<file path="config.mk">
export PLATFORM = sky130hd
export DESIGN_NAME = fence_t_seq
export DESIGN_NICKNAME = d
export VERILOG_FILES = /design/src/design/fence_seq_pkg.sv /design/src/design/cpu_priv_pkg.sv /design/src/design/fence_t_seq.sv /design/src/design/sat_counter.sv
export VERILOG_INCLUDE_DIRS = /design/src /design/src/include
export SDC_FILE = /design/constraint.sdc
export NUM_CORES = 1
export LEC_CHECK = 0
export ABC_CLOCK_PERIOD_IN_PS = 4600
export BUFFER_PORTS_ARGS = -buffer_cell sky130_fd_sc_hd__buf_2
export CORE_MARGIN = 8
export CORE_UTILIZATION = 50
export DETAILED_ROUTE_END_ITERATION = 10
export HOLD_SLACK_MARGIN = 0.05
export PLACE_DENSITY = 0.77
export SLEW_MARGIN = 20
export SYNTH_ARGS = -nofsm -noshare
export SYNTH_HDL_FRONTEND = slang
export SYNTH_SLANG_ARGS = --single-unit
</file>
<file path="constraint.sdc">
create_clock -name clk_i -period 4.6 [get_ports clk_i]
set_input_delay 1.15 -clock clk_i [delete_from_list [all_inputs] [get_ports clk_i]]
set_output_delay 1.15 -clock clk_i [all_outputs]
set_load 0.02 [all_outputs]
</file>
<file path="src/include/flush_ctrl_defines.svh">
// Every length below must be at least 2, and FC_VLEN must match the core's virtual address width
`ifndef FLUSH_CTRL_DEFINES_SVH
`define FLUSH_CTRL_DEFINES_SVH

// Virtual address width of the core
`define FC_VLEN 64

// Idle cache cycles needed before fence.t padding may start
`define FC_DRAIN_CYCLES 16

// Cycles that the microarchitectural reset is held low
`define FC_RST_CYCLES 16

// Cycles of cache-init inhibit after the microreset ends
`define FC_INIT_HOLD 3

`endif
</file>
<file path="src/design/fence_seq_pkg.sv">
// Encodings for the fence.t sequencer and its pad trigger, with state values fixed by declaration order

package fence_seq_pkg;

  // fence.t microreset phases
  typedef enum logic [2:0] {
    IDLE,          // No fence.t in flight
    FLUSH_DCACHE,  // Wait for dcache flush acknowledge
    DRAIN_REQS,    // Wait for the cache to go quiet
    PAD,           // Burn the remaining pad cycles
    RST_UARCH      // Microarchitectural reset asserted
  } fence_t_state_e;

  // Event that loads the pad counter
  typedef enum logic {
    TIMER_EDGE = 1'b0,  // Rising edge of the timer interrupt
    USER_EXIT  = 1'b1   // Leaving U-mode
  } pad_src_e;

endpackage

</file>
<file path="src/design/cpu_priv_pkg.sv">
// Privilege encoding follows the RISC-V privileged spec and the branch struct holds only what flush logic reads
`include "flush_ctrl_defines.svh"

package cpu_priv_pkg;

  // RISC-V privilege level encoding
  typedef enum logic [1:0] {
    PRIV_LVL_M = 2'b11,
    PRIV_LVL_S = 2'b01,
    PRIV_LVL_U = 2'b00
  } priv_lvl_t;

  // Branch as resolved in EX
  typedef struct packed {
    logic                valid;          // Resolution present this cycle
    logic [`FC_VLEN-1:0] pc;             // PC of the branch
    logic [`FC_VLEN-1:0] target;         // Resolved target
    logic                is_mispredict;  // Front-end went the wrong way
  } bp_resolve_t;

endpackage

</file>
<file path="src/design/fence_t_seq.sv">
// One fence.t at a time, and pad events count only while the sequence is running, so earlier ones are lost
`timescale 1ns/1ns
`include "flush_ctrl_defines.svh"

module fence_t_seq (
  input  logic                     clk_i,
  input  logic                     rst_ni,
  input  logic                     fence_t_start_i,      // One-cycle start strobe
  input  logic                     dcache_flush_done_i,  // Dcache flush acknowledged
  input  logic                     cache_busy_i,
  input  logic                     time_irq_i,
  input  cpu_priv_pkg::priv_lvl_t  priv_lvl_i,
  input  logic [31:0]              fence_t_pad_i,        // Pad length in cycles
  input  fence_seq_pkg::pad_src_e  fence_t_src_sel_i,
  output logic                     seq_active_o,
  output logic                     rst_uarch_no,         // Microreset, active low
  output logic                     stall_cache_o,        // No new cache requests
  output logic                     cache_init_no,        // Inhibit cache init
  output logic [31:0]              fence_t_ceil_o        // Pad already spent at drain exit
);

  localparam int unsigned DrainW = $clog2(`FC_DRAIN_CYCLES);
  localparam int unsigned RstW   = $clog2(`FC_RST_CYCLES);

  fence_seq_pkg::fence_t_state_e state_d, state_q;
  logic [RstW-1:0]          rst_cnt_d, rst_cnt_q;  // Cycles spent in RST_UARCH
  logic [DrainW-1:0]        drain_cnt;
  logic [31:0]              pad_cnt;
  logic                     pad_trig;    // Selected pad event this cycle
  logic                     time_irq_q;
  cpu_priv_pkg::priv_lvl_t  priv_lvl_q;
  logic                     init_in;     // Feeds the cache-init shifter
  logic [`FC_INIT_HOLD-1:0] init_q;

  // ----------------------------------------------------------
  // Pad trigger and counters
  // ----------------------------------------------------------
  assign pad_trig = (fence_t_src_sel_i == fence_seq_pkg::USER_EXIT)
                  ? (priv_lvl_q == cpu_priv_pkg::PRIV_LVL_U
                     && priv_lvl_i != cpu_priv_pkg::PRIV_LVL_U)
                  : (time_irq_i && !time_irq_q);  // Timer rising edge

  // Counts idle cycles, any busy cycle restarts it
  sat_counter #(
    .WIDTH (DrainW)
  ) drain_cnt_inst (
    .clk_i   (clk_i),
    .rst_ni  (rst_ni),
    .clear_i (cache_busy_i || state_q == fence_seq_pkg::FLUSH_DCACHE),
    .en_i    (state_q == fence_seq_pkg::DRAIN_REQS),
    .load_i  (1'b0),
    .down_i  (1'b0),
    .d_i     ('0),
    .q_o     (drain_cnt)
  );

  sat_counter #(
    .WIDTH (32)
  ) pad_cnt_inst (
    .clk_i   (clk_i),
    .rst_ni  (rst_ni),
    .clear_i (state_q == fence_seq_pkg::IDLE),  // Only live inside a sequence
    .en_i    (1'b1),                            // Stops by itself at zero
    .load_i  (pad_trig),
    .down_i  (1'b1),
    .d_i     (fence_t_pad_i),
    .q_o     (pad_cnt)
  );

  // ----------------------------------------------------------
  // Phase FSM
  // ----------------------------------------------------------
  always_comb begin
    state_d        = state_q;
    rst_cnt_d      = rst_cnt_q;
    rst_uarch_no   = 1'b1;
    fence_t_ceil_o = '0;
    init_in        = 1'b0;
    unique case (state_q)
      fence_seq_pkg::IDLE: begin
        if (fence_t_start_i) state_d = fence_seq_pkg::FLUSH_DCACHE;
      end
      fence_seq_pkg::FLUSH_DCACHE: begin
        if (dcache_flush_done_i) state_d = fence_seq_pkg::DRAIN_REQS;
      end
      fence_seq_pkg::DRAIN_REQS: begin
        // Cache is the only handshaked port, so a quiet cache means no open transfers
        if (drain_cnt == DrainW'(`FC_DRAIN_CYCLES - 1)) begin
          state_d        = fence_seq_pkg::PAD;
          fence_t_ceil_o = (pad_cnt == '0) ? '0 : fence_t_pad_i - pad_cnt;
        end
      end
      fence_seq_pkg::PAD: begin
        if (pad_cnt == '0) state_d = fence_seq_pkg::RST_UARCH;
      end
      fence_seq_pkg::RST_UARCH: begin
        rst_uarch_no = 1'b0;
        init_in      = 1'b1;
        if (rst_cnt_q == RstW'(`FC_RST_CYCLES - 1)) begin
          rst_cnt_d = '0;
          state_d   = fence_seq_pkg::IDLE;
        end else begin
          rst_cnt_d = rst_cnt_q + 1'b1;
        end
      end
      default: state_d = fence_seq_pkg::IDLE;  // Recover from a corrupt state
    endcase
  end

  assign seq_active_o  = (state_q != fence_seq_pkg::IDLE);
  assign stall_cache_o = seq_active_o;
  assign cache_init_no = |init_q;  // Stretches past the reset phase

  always_ff @(posedge clk_i or negedge rst_ni) begin
    if (!rst_ni) begin
      state_q    <= fence_seq_pkg::IDLE;
      rst_cnt_q  <= '0;
      time_irq_q <= 1'b0;
      priv_lvl_q <= cpu_priv_pkg::PRIV_LVL_M;
      init_q     <= '0;
    end else begin
      state_q    <= state_d;
      rst_cnt_q  <= rst_cnt_d;
      time_irq_q <= time_irq_i;
      priv_lvl_q <= priv_lvl_i;
      init_q     <= {init_q[`FC_INIT_HOLD-2:0], init_in};
    end
  end

  // State register only ever holds one of the five phases
  assert property (@(posedge clk_i) disable iff (!rst_ni)
    state_q inside {fence_seq_pkg::IDLE, fence_seq_pkg::FLUSH_DCACHE, fence_seq_pkg::DRAIN_REQS,
                    fence_seq_pkg::PAD, fence_seq_pkg::RST_UARCH});

  // Microreset stays inside its phase
  assert property (@(posedge clk_i) disable iff (!rst_ni)
    !rst_uarch_no |-> state_q == fence_seq_pkg::RST_UARCH);

  // Each microreset lasts exactly the programmed length
  assert property (@(posedge clk_i) disable iff (!rst_ni)
    $fell(rst_uarch_no) |-> !rst_uarch_no [*`FC_RST_CYCLES] ##1 rst_uarch_no);

endmodule

</file>
<file path="src/design/sat_counter.sv">
// Counter stops at zero going down and at all ones going up, and clear beats load, which beats counting
`timescale 1ns/1ns

module sat_counter #(
  parameter int unsigned WIDTH = 4  // Counter width in bits
) (
  input  logic             clk_i,
  input  logic             rst_ni,
  input  logic             clear_i,  // Synchronous clear to zero
  input  logic             en_i,     // Count enable
  input  logic             load_i,   // Load d_i
  input  logic             down_i,   // Count direction, high is down
  input  logic [WIDTH-1:0] d_i,      // Load value
  output logic [WIDTH-1:0] q_o
);

  logic [WIDTH-1:0] cnt_d, cnt_q;
  logic             at_limit;  // Next step would wrap

  assign at_limit = down_i ? (cnt_q == '0) : (cnt_q == '1);
  assign q_o      = cnt_q;

  always_comb begin
    cnt_d = cnt_q;
    if (clear_i) begin
      cnt_d = '0;
    end else if (load_i) begin
      cnt_d = d_i;
    end else if (en_i && !at_limit) begin
      cnt_d = down_i ? cnt_q - 1'b1 : cnt_q + 1'b1;  // Hold once the limit is hit
    end
  end

  always_ff @(posedge clk_i or negedge rst_ni) begin
    if (!rst_ni) begin
      cnt_q <= '0;
    end else begin
      cnt_q <= cnt_d;
    end
  end

endmodule

</file>
Word-level counts from Yosys, hierarchy flattened
Index checks and enable logic that the tools add are counted.
Word-level totals
  flip-flop bits (word level): 49
  input port bits: 41
  output and inout bits: 36
Cells by class
  add/sub/neg operators: 4
  eq/ne operators: 12
  mux-type cells: 18
  reductions and logical operators: 14
Operators with widths (number)
  32-bit two-way mux: 6
  32-bit zero test: 1
  32-bit by 1-bit subtractor with 32-bit output, second input constant: 1
  32-bit subtractor: 1
  3-bit two-way mux: 5
  3-bit case mux with 5 select lines: 1
  4-bit two-way mux: 3
  4-bit by 1-bit adder with 4-bit output, second input constant: 2
  4-bit equality test, second input constant: 2
  2-bit != test, second input constant: 4
  3-bit by 2-bit equality test with 1-bit output, second input constant: 2
  5-bit AND reduction: 1
  2-bit nonzero test: 2
  3-bit by 1-bit equality test with 1-bit output, second input constant: 1
  3-bit equality test, second input constant: 1
  1-bit logical AND: 3
  3-bit zero test: 1
  1-bit two-way mux: 3
  3-bit by 1-bit != test with 1-bit output, second input constant: 1
  3-bit nonzero test: 1
  3-bit OR reduction: 1
  1-bit zero test: 2
  2-bit zero test: 1
  2-bit by 1-bit != test with 1-bit output, second input constant: 1
  1-bit logical OR: 1

Depth between registers and ports, before layout
Gate-level depths: netlist of run 1.
  word-level depth: 5
  gate-level depth with buffers: 11

Modules after synthesis
Synthesis of run 1 repeated with hierarchy kept, for this count alone.
Second synthesis, totals
  cells, all modules: 886
  area total of the unflattened synthesis: 6522.5 µm²
By module, submodules not included
  sat_counter at pad_cnt_inst: instances 1, cells an instance 444, area an instance 3387.0 µm², sequential area each 800.8 µm²
  fence_t_seq: instances 1, cells an instance 403, area an instance 2785.2 µm², sequential area each 327.8 µm²
  sat_counter at drain_cnt_inst: instances 1, cells an instance 39, area an instance 350.3 µm², sequential area each 100.1 µm²

Least setup slack after synthesis of run 1
OpenSTA, ideal clock, no wires.
  path type: input -> output
  from: in fence_t_pad_i[0]
  to: out fence_t_ceil_o[30]
  arrival time: 3.636 ns
  required time: 3.450 ns
  slack: -0.186 ns
  cell stages on the path: 10
  buffers on the path: 0
  cells stage by stage: inv_1 -> ha_1 -> fa_1 -> nand2b_1 -> a211oi_1 -> o21ai_0 -> or3_1 -> a31o_1 -> nand3_1 -> nor3b_1
On the way
  longest elaborated chain between the ends: 4
RTL lines
  from (decl): line fence_t_seq.sv:13  | input logic [31:0] fence_t_pad_i,
  32-bit subtractor: line fence_t_seq.sv:90  | fence_t_ceil_o = (pad_cnt == '0) ? '0 : fence_t_pad_i - pad_cnt;
  32-bit two-way mux: line fence_t_seq.sv:90
  32-bit two-way mux: line fence_t_seq.sv:88  | if (drain_cnt == DrainW'(`FC_DRAIN_CYCLES - 1)) begin
  32-bit two-way mux: line fence_t_seq.sv:79  | unique case (state_q)
  to (decl): line fence_t_seq.sv:19  | output logic [31:0] fence_t_ceil_o
Every way passes these cells.

Worst setup path after layout of run 1
  from: in fence_t_pad_i[4]
  to: out fence_t_ceil_o[31]
The elaborated chain is that of the path after synthesis.

==> impl_metrics.tcl, run 1 <==
set metrics [dict create \
    syn_nets 670 \
    numPortBuffers 76 \
    vdd_drop_max_v 0.000211 \
    finClkSkew_ns 0.0122 \
    rsz0062_at_grt "yes" \
    slew_violations 0 \
    dp_cells 808 \
    antenna_found_initial 0 \
    dr.pass1.iters 5 \
    fp.dieW_um 114 \
    clk_pin_slew_ns 0.08 \
    syn_avg_cell_area_um2 8.11 \
    power.density_nw_per_um2 352 \
    grt_pass1_wl_um 22000 \
    route.detailed.drc 0 \
    grtUsageTotal_pct 20.4 \
    cts_tree "done" \
    layout.nets 769 \
    grt_remaining_overflow 0 \
    reg2reg_depth 7 \
    die_h_um 114 \
    fin_hold_ws_ns 0.381 \
    setup_viol 0 \
    synthFlopType "dfrtp_1" \
    h-tree-depth 2 \
    cp.arrival_ns 3.38 \
    wl_um 13500 \
    required_ns 3.45 \
    endpoint "fence_t_ceil_o[31]" \
    cap_violations 0 \
    synth.distinct_cells 62 \
    critical_path_class "input pin to output pin" \
    synth_cells 592 \
    initial_core_util_pct 51.7 \
    die-area_um2 13000 \
    hp-class "register to register" \
    place_congestion 0.931 \
    clockBufferDepth 2 \
    dr_total_vias 4712 \
    fin_crit_sh_pct 98.5 \
    max_freq_mhz 221 \
    critical_path.endpoint_type "output pin" \
    hold_violations 0 \
    final_layout_size_suffix_gt1_share_pct 27.9 \
    layout_commonest_cell "nor2_1" \
    seq_area_frac_synth_pct 25.6 \
    rr_endpoint "pad_cnt_inst.q_o[13]" \
    fin_cells 820 \
    worst-r2r-setup-slack_ns 1.44 \
    final_cell_mix "nor2_1 (81), buf_2 (70), buf_4 (48)" \
    startpoint "fence_t_pad_i[4]" \
    cp_max_fo 2 \
    yosys_warnings 0 \
    cts_sinks 49 \
    worst_pin_slew_ns 0.875 \
    wl_per_cell_um 16.5 \
    grt_pass1_vias 4766 \
    synth-seq-cells 49 \
    slew_headroom_pct 41.5 \
    area_delta_synth_final_pct 21.0 \
    core_area_um2 9280 \
    ios 77 \
    hpwlAfterDp_um 10500 \
    dr.first_iter.drc_count 325 \
    cts_buffers 5 \
    grt_max_degree 60 \
    clk_latency_ns 0.30 \
    p_leak_nw 2.68 \
    rr_startpoint "pad_cnt_inst.q_o[25]" \
    async_flop_share_pct 100 \
    synth.cell_area_um2 4800 \
    synth-edff-count 0 \
    rows 35 \
    outcome "completed" \
    start_kind "input pin" \
    ant_nets 0 \
    cts-root-buf "clkbuf_8" \
    period_needed_ns 4.53 \
    n_antenna_cell 0 \
    vias_per_cell 5.75 \
]
==> metal layers <==
metal / global-route usage [%] / wire (um) / vias to the layer above
met5: 0 / 0 / -
met4: 7.90 / 366 / 0
met3: 3.12 / 737 / 31
met2: 34.4 / 6470 / 158
met1: 25.5 / 5930 / 2225
li1: - / - / 2298
==> worst max-delay path, stage by stage <==
cell and delay [ns]:
buf_2 0.12, ha_1 0.31, and2_4 0.17, o211ai_1 0.14, a211oi_2 0.41, o311ai_4 0.15, a2111oi_2 0.32, buf_4 0.17
nor3_1 0.05, nor3b_1 0.19, buf_2 0.21
==> stage by stage <==
stage	utilization (%)	setup WS (ns)	TNS (ns)	total power, mW	area, um2
after detailed placement	59.3	-0.232	-0.704	1.67	5510
after global placement	59.3	-0.130	-0.156	1.64	5510
after global routing	62.5	-0.0118	-0.0224	2.18	5800
after floorplan	-	0.0196	0	1.34	4800
final	62.5	0.0674	0	2.04	5800
after CTS	61.0	-0.00134	-0.00134	1.97	5660
==> sequential cells by signal, indices dropped and copies added (netlist names) <==
signal	cells
pad_cnt_inst.q_o	32
priv_lvl_q	2
drain_cnt_inst.q_o	4
state_q	3
rst_cnt_q	4
init_q	3
time_irq_q	1
==> area by class of cell <==
class | count | area (um2)
fill | 832 | 3480
multi-input combinational | 473 | 3440
tap | 129 | 161
clock buffer | 7 | 86.3
inverter | 43 | 166
timing repair buffer | 119 | 726
sequential | 49 | 1230
==> synth_stat cells (5+ instances only) <==
| master | instances | area (um2) |
|---|---|---|
| or3_1 | 7 | 43.8 |
| o21bai_1 | 6 | 45.0 |
| xnor2_1 | 44 | 385 |
| nor3_1 | 23 | 115 |
| xor2_1 | 10 | 87.6 |
| nand3_1 | 19 | 95.1 |
| ha_1 | 36 | 450 |
| nor2b_1 | 5 | 31.3 |
| a211oi_1 | 8 | 60.1 |
| and3_1 | 9 | 56.3 |
| inv_1 | 43 | 161 |
| nor2_1 | 81 | 304 |
| a21o_1 | 11 | 82.6 |
| o21a_1 | 5 | 37.5 |
| nand4_1 | 11 | 68.8 |
| o21ai_0 | 21 | 105 |
| nand2_1 | 39 | 146 |
| nor3b_1 | 5 | 37.5 |
| dfrtp_1 | 47 | 1180 |
| a211oi_2 | 28 | 350 |
| nand2b_1 | 6 | 37.5 |
| o211ai_1 | 8 | 60.1 |
| clkbuf_1 | 18 | 67.6 |
| a21oi_1 | 41 | 205 |
==> logic make-up after synthesis <==
| family | synth area share, % |
|---|---|
| flip-flops | 25.6 |
| AND/OR/NAND/NOR | 24.3 |
| buffers and inverters | 6.13 |
| multiplexers | 0.652 |
| AO/OA/AOI/OAI | 23.7 |
| adder cells (fa/ha/maj) | 9.80 |
| XOR/XNOR | 9.86 |
==> how the worst min path moves through the flow <==
stage,slack (ns),endpoint,start,cells past startpoint
2_1_floorplan,0.35,init_q[2],init_q[1],0
3_3_place_gp,0.36,init_q[2],init_q[1],0
3_5_place_dp,0.36,init_q[2],init_q[1],0
4_1_cts,0.38,init_q[1],init_q[0],0
5_1_grt,0.38,init_q[1],init_q[0],0
6_report,0.38,init_q[2],init_q[1],0
==> report_power, final <==
part,internal (mW),leakage (nW),switching [mW]
clock network,0.120,0.0443,0.139
registers,0.499,0.572,0.0800
logic,0.560,2.06,0.646
total,1.18,2.68,0.864
==> what timing repair did <==
item,4_1_cts,5_1_grt
resized for setup,11,28
pin swaps,4,14
gates cloned,0,0
setup buffers,3,2
endpoints found under the setup margin,8,18
hold buffers,0,0
Power figures use the tool's default switching activity.
==> run 2, diff against run 1 <==
--- a/constraint.sdc
+++ b/constraint.sdc
@@ -3,2 +3,2 @@
 set_output_delay 1.15 -clock clk_i [all_outputs]
-set_load 0.02 [all_outputs]
+set_load 0.005 [all_outputs]
==> impl_metrics.tcl, run 2 (same netlist as run 1, synthesis figures left out) <==
set metrics [dict create \
    initial_core_util_pct 51.7 \
    clockBufferDepth 2 \
    hold_depth 0 \
    ant_nets 0 \
    outcome "completed" \
    core_area_um2 9280 \
    cts_sinks 49 \
    post-route-util_pct 60.5 \
    die_h_um 114 \
    reg2reg_depth 7 \
    vias_per_cell 5.72 \
    hpwlAfterDp_um 10500 \
    wl_met1_um 5840 \
    cts_tree "done" \
    required_ns 3.45 \
    slew_headroom_pct 41.7 \
    hold_violations 0 \
    final_layout_size_suffix_gt1_share_pct 25.2 \
    cp.arrival_ns 3.38 \
    grt_max_degree 60 \
    die-area_um2 13000 \
    postCtsHoldBufs 0 \
    critical_path.endpoint_type "output pin" \
    p_leak_nw 2.60 \
    wl_per_cell_um 16.4 \
    ios 77 \
    cts-root-buf "clkbuf_8" \
    power.density_nw_per_um2 346 \
    maxUsedRoutingLayer "met4" \
    final_cell_mix "nor2_1 (81), buf_2 (76), dfrtp_1 (47)" \
    dr_total_vias 4624 \
    fin_crit_sh_pct 98.5 \
    place_congestion 0.920 \
    n_antenna_cell 0 \
    finClkSkew_ns 0.00904 \
    layout.nets 756 \
    rsz0062_at_grt "yes" \
    slew_violations 0 \
    layout_commonest_cell "nor2_1" \
    fp.dieW_um 114 \
    antenna_found_initial 0 \
    wl_um 13200 \
    critical_path_class "input pin to output pin" \
    period_needed_ns 4.53 \
    power_mw 1.95 \
    largest_register_ffs 32 \
    cap_violations 0 \
    h-tree-depth 2 \
    dr_wl_met3_um 776 \
    dr.pass1.iters 5 \
    grtUsageTotal_pct 20.5 \
    cts_buffers 5 \
    area_delta_synth_final_pct 17.1 \
    max_freq_mhz 221 \
    setup_viol 0 \
    rows 35 \
    clk_latency_ns 0.31 \
    worst_pin_slew_ns 0.871 \
    tns_ns 0 \
    cp_max_fo 3 \
    dr.first_iter.drc_count 302 \
    route.detailed.drc 0 \
    hp-class "register to register" \
    numPortBuffers 76 \
    start_kind "input pin" \
    vdd_drop_max_v 0.000166 \
    grt_pass1_wl_um 22200 \
    grt_pass1_vias 4764 \
    grt_remaining_overflow 0 \
    clk_pin_slew_ns 0.09 \
    dr_wl_met2_um 6350 \
]
## run 2: cell types whose count changed in the layout (fill, tap and decap cells not counted), sizes merged
| cell | before | now |
|---|---|---|
| buf | 119 | 106 |
| clkinvlp | 0 | 2 |
| clkbuf | 7 | 6 |
## run 2: layout make-up
cell class,count,area (um2)
Multi-Input combinational cell,473,3370
Sequential cell,49,1230
Fill cell,865,3670
Inverter,43,161
Tap cell,129,161
Clock buffer,6,72.6
Timing Repair Buffer,106,606
Clock inverter,2,15.0
## run 2: power breakdown
part	leakage (nW)	total, mW	internal, mW	switching [mW]
Sequential	0.572	0.579	0.499	0.0797
Combinational	1.99	1.11	0.506	0.605
Clock	0.0374	0.255	0.107	0.148
Total	2.60	1.95	1.11	0.833
## run 2: stage by stage
stage	setup WS (ns)	hold WS, ns	instances	cell area (um2)
floorplan	0.136	0.348	592	4800
global placement	-0.123	0.357	800	5440
detailed placement	-0.197	0.366	800	5440
CTS	-0.0412	0.389	808	5550
global route	-0.0496	0.402	808	5620
finish	0.0704	0.383	808	5620
## run 2: final timing paths
kind,from,endpoint,slack [ns]
worst max-delay path,fence_t_pad_i[0],fence_t_ceil_o[30],0.07
worst min-delay path,init_q[1],init_q[2],0.38
worst max register to register,pad_cnt_inst.q_o[25],pad_cnt_inst.q_o[18],1.42
worst min register to register,init_q[1],init_q[2],0.38
max in group asynchronous,rst_ni,pad_cnt_inst.q_o[10],3.24
min in group asynchronous,rst_ni,drain_cnt_inst.q_o[2],0.94
## run 2: routing by layer
| metal | vias up | global-route usage (%) |
|---|---|---|
| li1 | 2279 | - |
| met1 | 2168 | 25.3 |
| met2 | 156 | 36.0 |
| met3 | 21 | 3.22 |
| met4 | 0 | 5.94 |
| met5 | - | 0 |
## run 2: repair_timing
item                       CTS  global route
setup endpoints to repair    2            17
pin swaps                    0             4
buffers inserted             0             0
gates resized for setup      5            15
## run 2: worst max-delay path: stages
cell and delay (ns):
buf_2 0.09, inv_1 0.05, ha_1 0.21, fa_2 0.35, nand2b_4 0.17, a211oi_4 0.26
o21ai_2 0.08, or3_4 0.39, a31o_1 0.22, nand3_1 0.09, nor3b_2 0.17, buf_2 0.15
==> run 3, diff against run 2 <==
Settings changed: PLACE_DENSITY 0.77 to 0.75, SYNTH_HIERARCHICAL set to 1.
==> impl_metrics.tcl, run 3 <==
set metrics [dict create \
    critPathBufInv 2 \
    critPathMaxStageDelay_ns 0.38 \
    grt_pass1_vias 6196 \
    async_flop_share_pct 100 \
    slew_headroom_pct 32.9 \
    hold_start "init_q[1]" \
    yosys_warnings 6 \
    critical_path.endpoint_type "output pin" \
    cp_num_cells 10 \
    synth_fa_ha_area_share_pct 13.4 \
    outcome "completed" \
    synth-seq-cells 49 \
    die_h_um 130 \
    rr_endpoint "pad_cnt_inst/q_o[24]" \
    grt_max_degree 45 \
    yosysTopAreaCell "dfrtp_1" \
    final_cell_mix "nor2_1 (100), nand2_1 (79), buf_2 (75)" \
    synth_top_cell_area_share_pct 18.0 \
    clockBufferDepth 2 \
    use_met1_pct 30.1 \
    final_layout_size_suffix_gt1_share_pct 15.2 \
    ios 77 \
    clk_latency_ns 0.29 \
    switchingPower_mw 2.53 \
    start_kind "input pin" \
    synth_compound_area_share_pct 28.2 \
    initial_core_util_pct 51.5 \
    nFillCells 1190 \
    power.density_nw_per_um2 643 \
    synth_area_leaders "dfrtp_1 (18%), ha_1 (12%), a21oi_1 (5.9%)" \
    synthMostInstantiatedCell "nor2_1" \
    largest_register_ffs 32 \
    antenna_found_initial 0 \
    cp_max_fo 3 \
    core_area_um2 12700 \
    hpwlAfterDp_um 14900 \
    critical_path_class "input pin to output pin" \
    finClkSkew_ns 0.0134 \
    die-area_um2 17000 \
    grtUsageTotal_pct 21.5 \
    fin_crit_sh_pct 98.0 \
    period_needed_ns 4.51 \
    post-route-util_pct 59.8 \
    power_frac_comb_pct 73.7 \
    cp_common_cell "buf_2" \
    grt_remaining_overflow 0 \
    synthFlopType "dfrtp_1" \
    intPower_mw 2.35 \
    p_leak_nw 3.53 \
    cts-root-buf "clkbuf_16" \
    critPathSlowestCell "a21oi_1" \
    ant_nets 0 \
    place_congestion 0.931 \
    cap_violations 0 \
    pwr-share-clk_pct 7.8 \
    route.detailed.drc 0 \
    dr.pass1.iters 7 \
    max_freq_mhz 222 \
    wl_per_cell_um 15.9 \
    dr_total_vias 6779 \
    syn_avg_cell_area_um2 7.36 \
    busiest_layer "met2" \
    synth_top_family_by_area "compound AO/OA/AOI/OAI gates" \
    cts_sinks 49 \
    area_delta_synth_final_pct 16.1 \
    hold_violations 0 \
    grtUsageMet3_pct 1.63 \
    vias_per_cell 5.82 \
    synthSimpleGateAreaFrac_pct 23.9 \
    fp.dieW_um 130 \
    vdd_drop_max_v 0.000207 \
    dr.first_iter.drc_count 577 \
    rsz0062_at_grt "no" \
    synth_cells 886 \
    synth-edff-count 0 \
    hp-class "register to register" \
    numPortBuffers 76 \
    synth-xor-area-share_pct 7.39 \
    synth_mux_area_share_pct 1.42 \
    swShare_pct 51.8 \
    synth.cell_area_um2 6520 \
    cp.arrival_ns 3.36 \
    worst-r2r-setup-slack_ns 1.37 \
    tns_ns 0 \
    layout.nets 1101 \
    cp_top_family "compound AO/OA/AOI/OAI gates" \
    synth_common_cells "nor2_1 (100), nand2_1 (79), a21oi_1 (77), ha_1 (65), inv_1 (59)" \
    setup_viol 0 \
    hold_depth 0 \
    wl_um 18500 \
    postCtsHoldBufs 0 \
    synth.distinct_cells 73 \
    h-tree-depth 2 \
    rr_startpoint "pad_cnt_inst/q_o[0]" \
    required_ns 3.45 \
    worstPathCellList "buf_2, ha_1, a21o_1, a21oi_1, a211oi_4, nor4_4, o21bai_1, a31oi_1, mux2_1, buf_2" \
    fin_hold_ws_ns 0.387 \
    grtUsageMet2_pct 34.9 \
    rows 41 \
    reg2reg_depth 11 \
    worst_pin_slew_ns 1.00 \
    grt_pass1_wl_um 30200 \
    seqPwrFrac_pct 18.6 \
    layout_commonest_cell "nor2_1" \
    worstHoldEndpoint "init_q[2]" \
    clk_pin_slew_ns 0.07 \
    cts_buffers 5 \
    cts_tree "done" \
    n_antenna_cell 0 \
    slew_violations 0 \
    seq_area_frac_synth_pct 18.8 \
]
-- run 3: changes by cell type in the layout (fill, tap and decap cells not counted), moves of 19 or more --
cell / delta
a211oi_2: -29
a21o_1: +21
a21oi_1: +35
conb_1: +48
ha_1: +29
nand2_1: +40
nor2_1: +19
o21ai_0: +23
-- run 3: power by group through the flow --
stage	Combinational [mW]	Clock (mW)	Sequential, mW
after floorplan	2.75	0	0.773
after CTS	3.46	0.383	0.887
final	3.59	0.378	0.905
after global placement	3.38	0	0.893
after global routing	3.96	0.399	0.923
after detailed placement	3.43	0	0.896
-- run 3: per-layer routing --
metal	vias to the layer above	share of wire [%]
met5	-	0
met4	0	1.7
met3	22	5.8
met2	251	45
met1	3111	48
li1	3395	-
-- run 3: logic make-up after synthesis --
logic type / after synthesis
other: 2
adder cells (fa/ha/maj): 68
buffers and inverters: 113
flip-flops: 49
AND/OR/NAND/NOR: 317
multiplexers: 9
AO/OA/AOI/OAI: 273
XOR/XNOR: 55
-- run 3: worst max path at each step --
| stage | start | end |
|---|---|---|
| floorplan | fence_t_pad_i[0] | fence_t_ceil_o[30] |
| global placement | fence_t_pad_i[0] | fence_t_ceil_o[30] |
| detailed placement | fence_t_pad_i[0] | fence_t_ceil_o[30] |
| CTS | fence_t_pad_i[0] | fence_t_ceil_o[30] |
| global route | fence_t_pad_i[0] | fence_t_ceil_o[20] |
| finish | fence_t_pad_i[4] | fence_t_ceil_o[30] |
-- run 3: layout make-up --
cell class	instances	area, um2	share of cell area [%]
Clock buffer	5	125	1.65
Tap cell	172	215	2.84
Sequential cell	49	1230	16.2
Timing Repair Buffer	107	623	8.23
Clock inverter	3	25.0	0.330
Multi-Input combinational cell	770	5130	67.8
Inverter	59	224	2.96
-- run 3: per-stage QoR --
step           setup slack, ns  power, mW  cells  instance area, um2
6_report                0.0911       4.87   1165                7570
3_3_place_gp           -0.0651       4.27   1154                7300
4_1_cts                 0.0273       4.73   1163                7460
3_5_place_dp           -0.0741       4.32   1154                7300
2_1_floorplan            0.307       3.52    932                6700
5_1_grt                0.00477       5.28   1165                7570
-- run 3: repair_timing --
action                     in CTS  in global routing
resized for setup               2                 19
setup buffers                   1                  2
setup endpoints to repair       1                  6
cloned                          0                  0
pin swaps                       4                  5
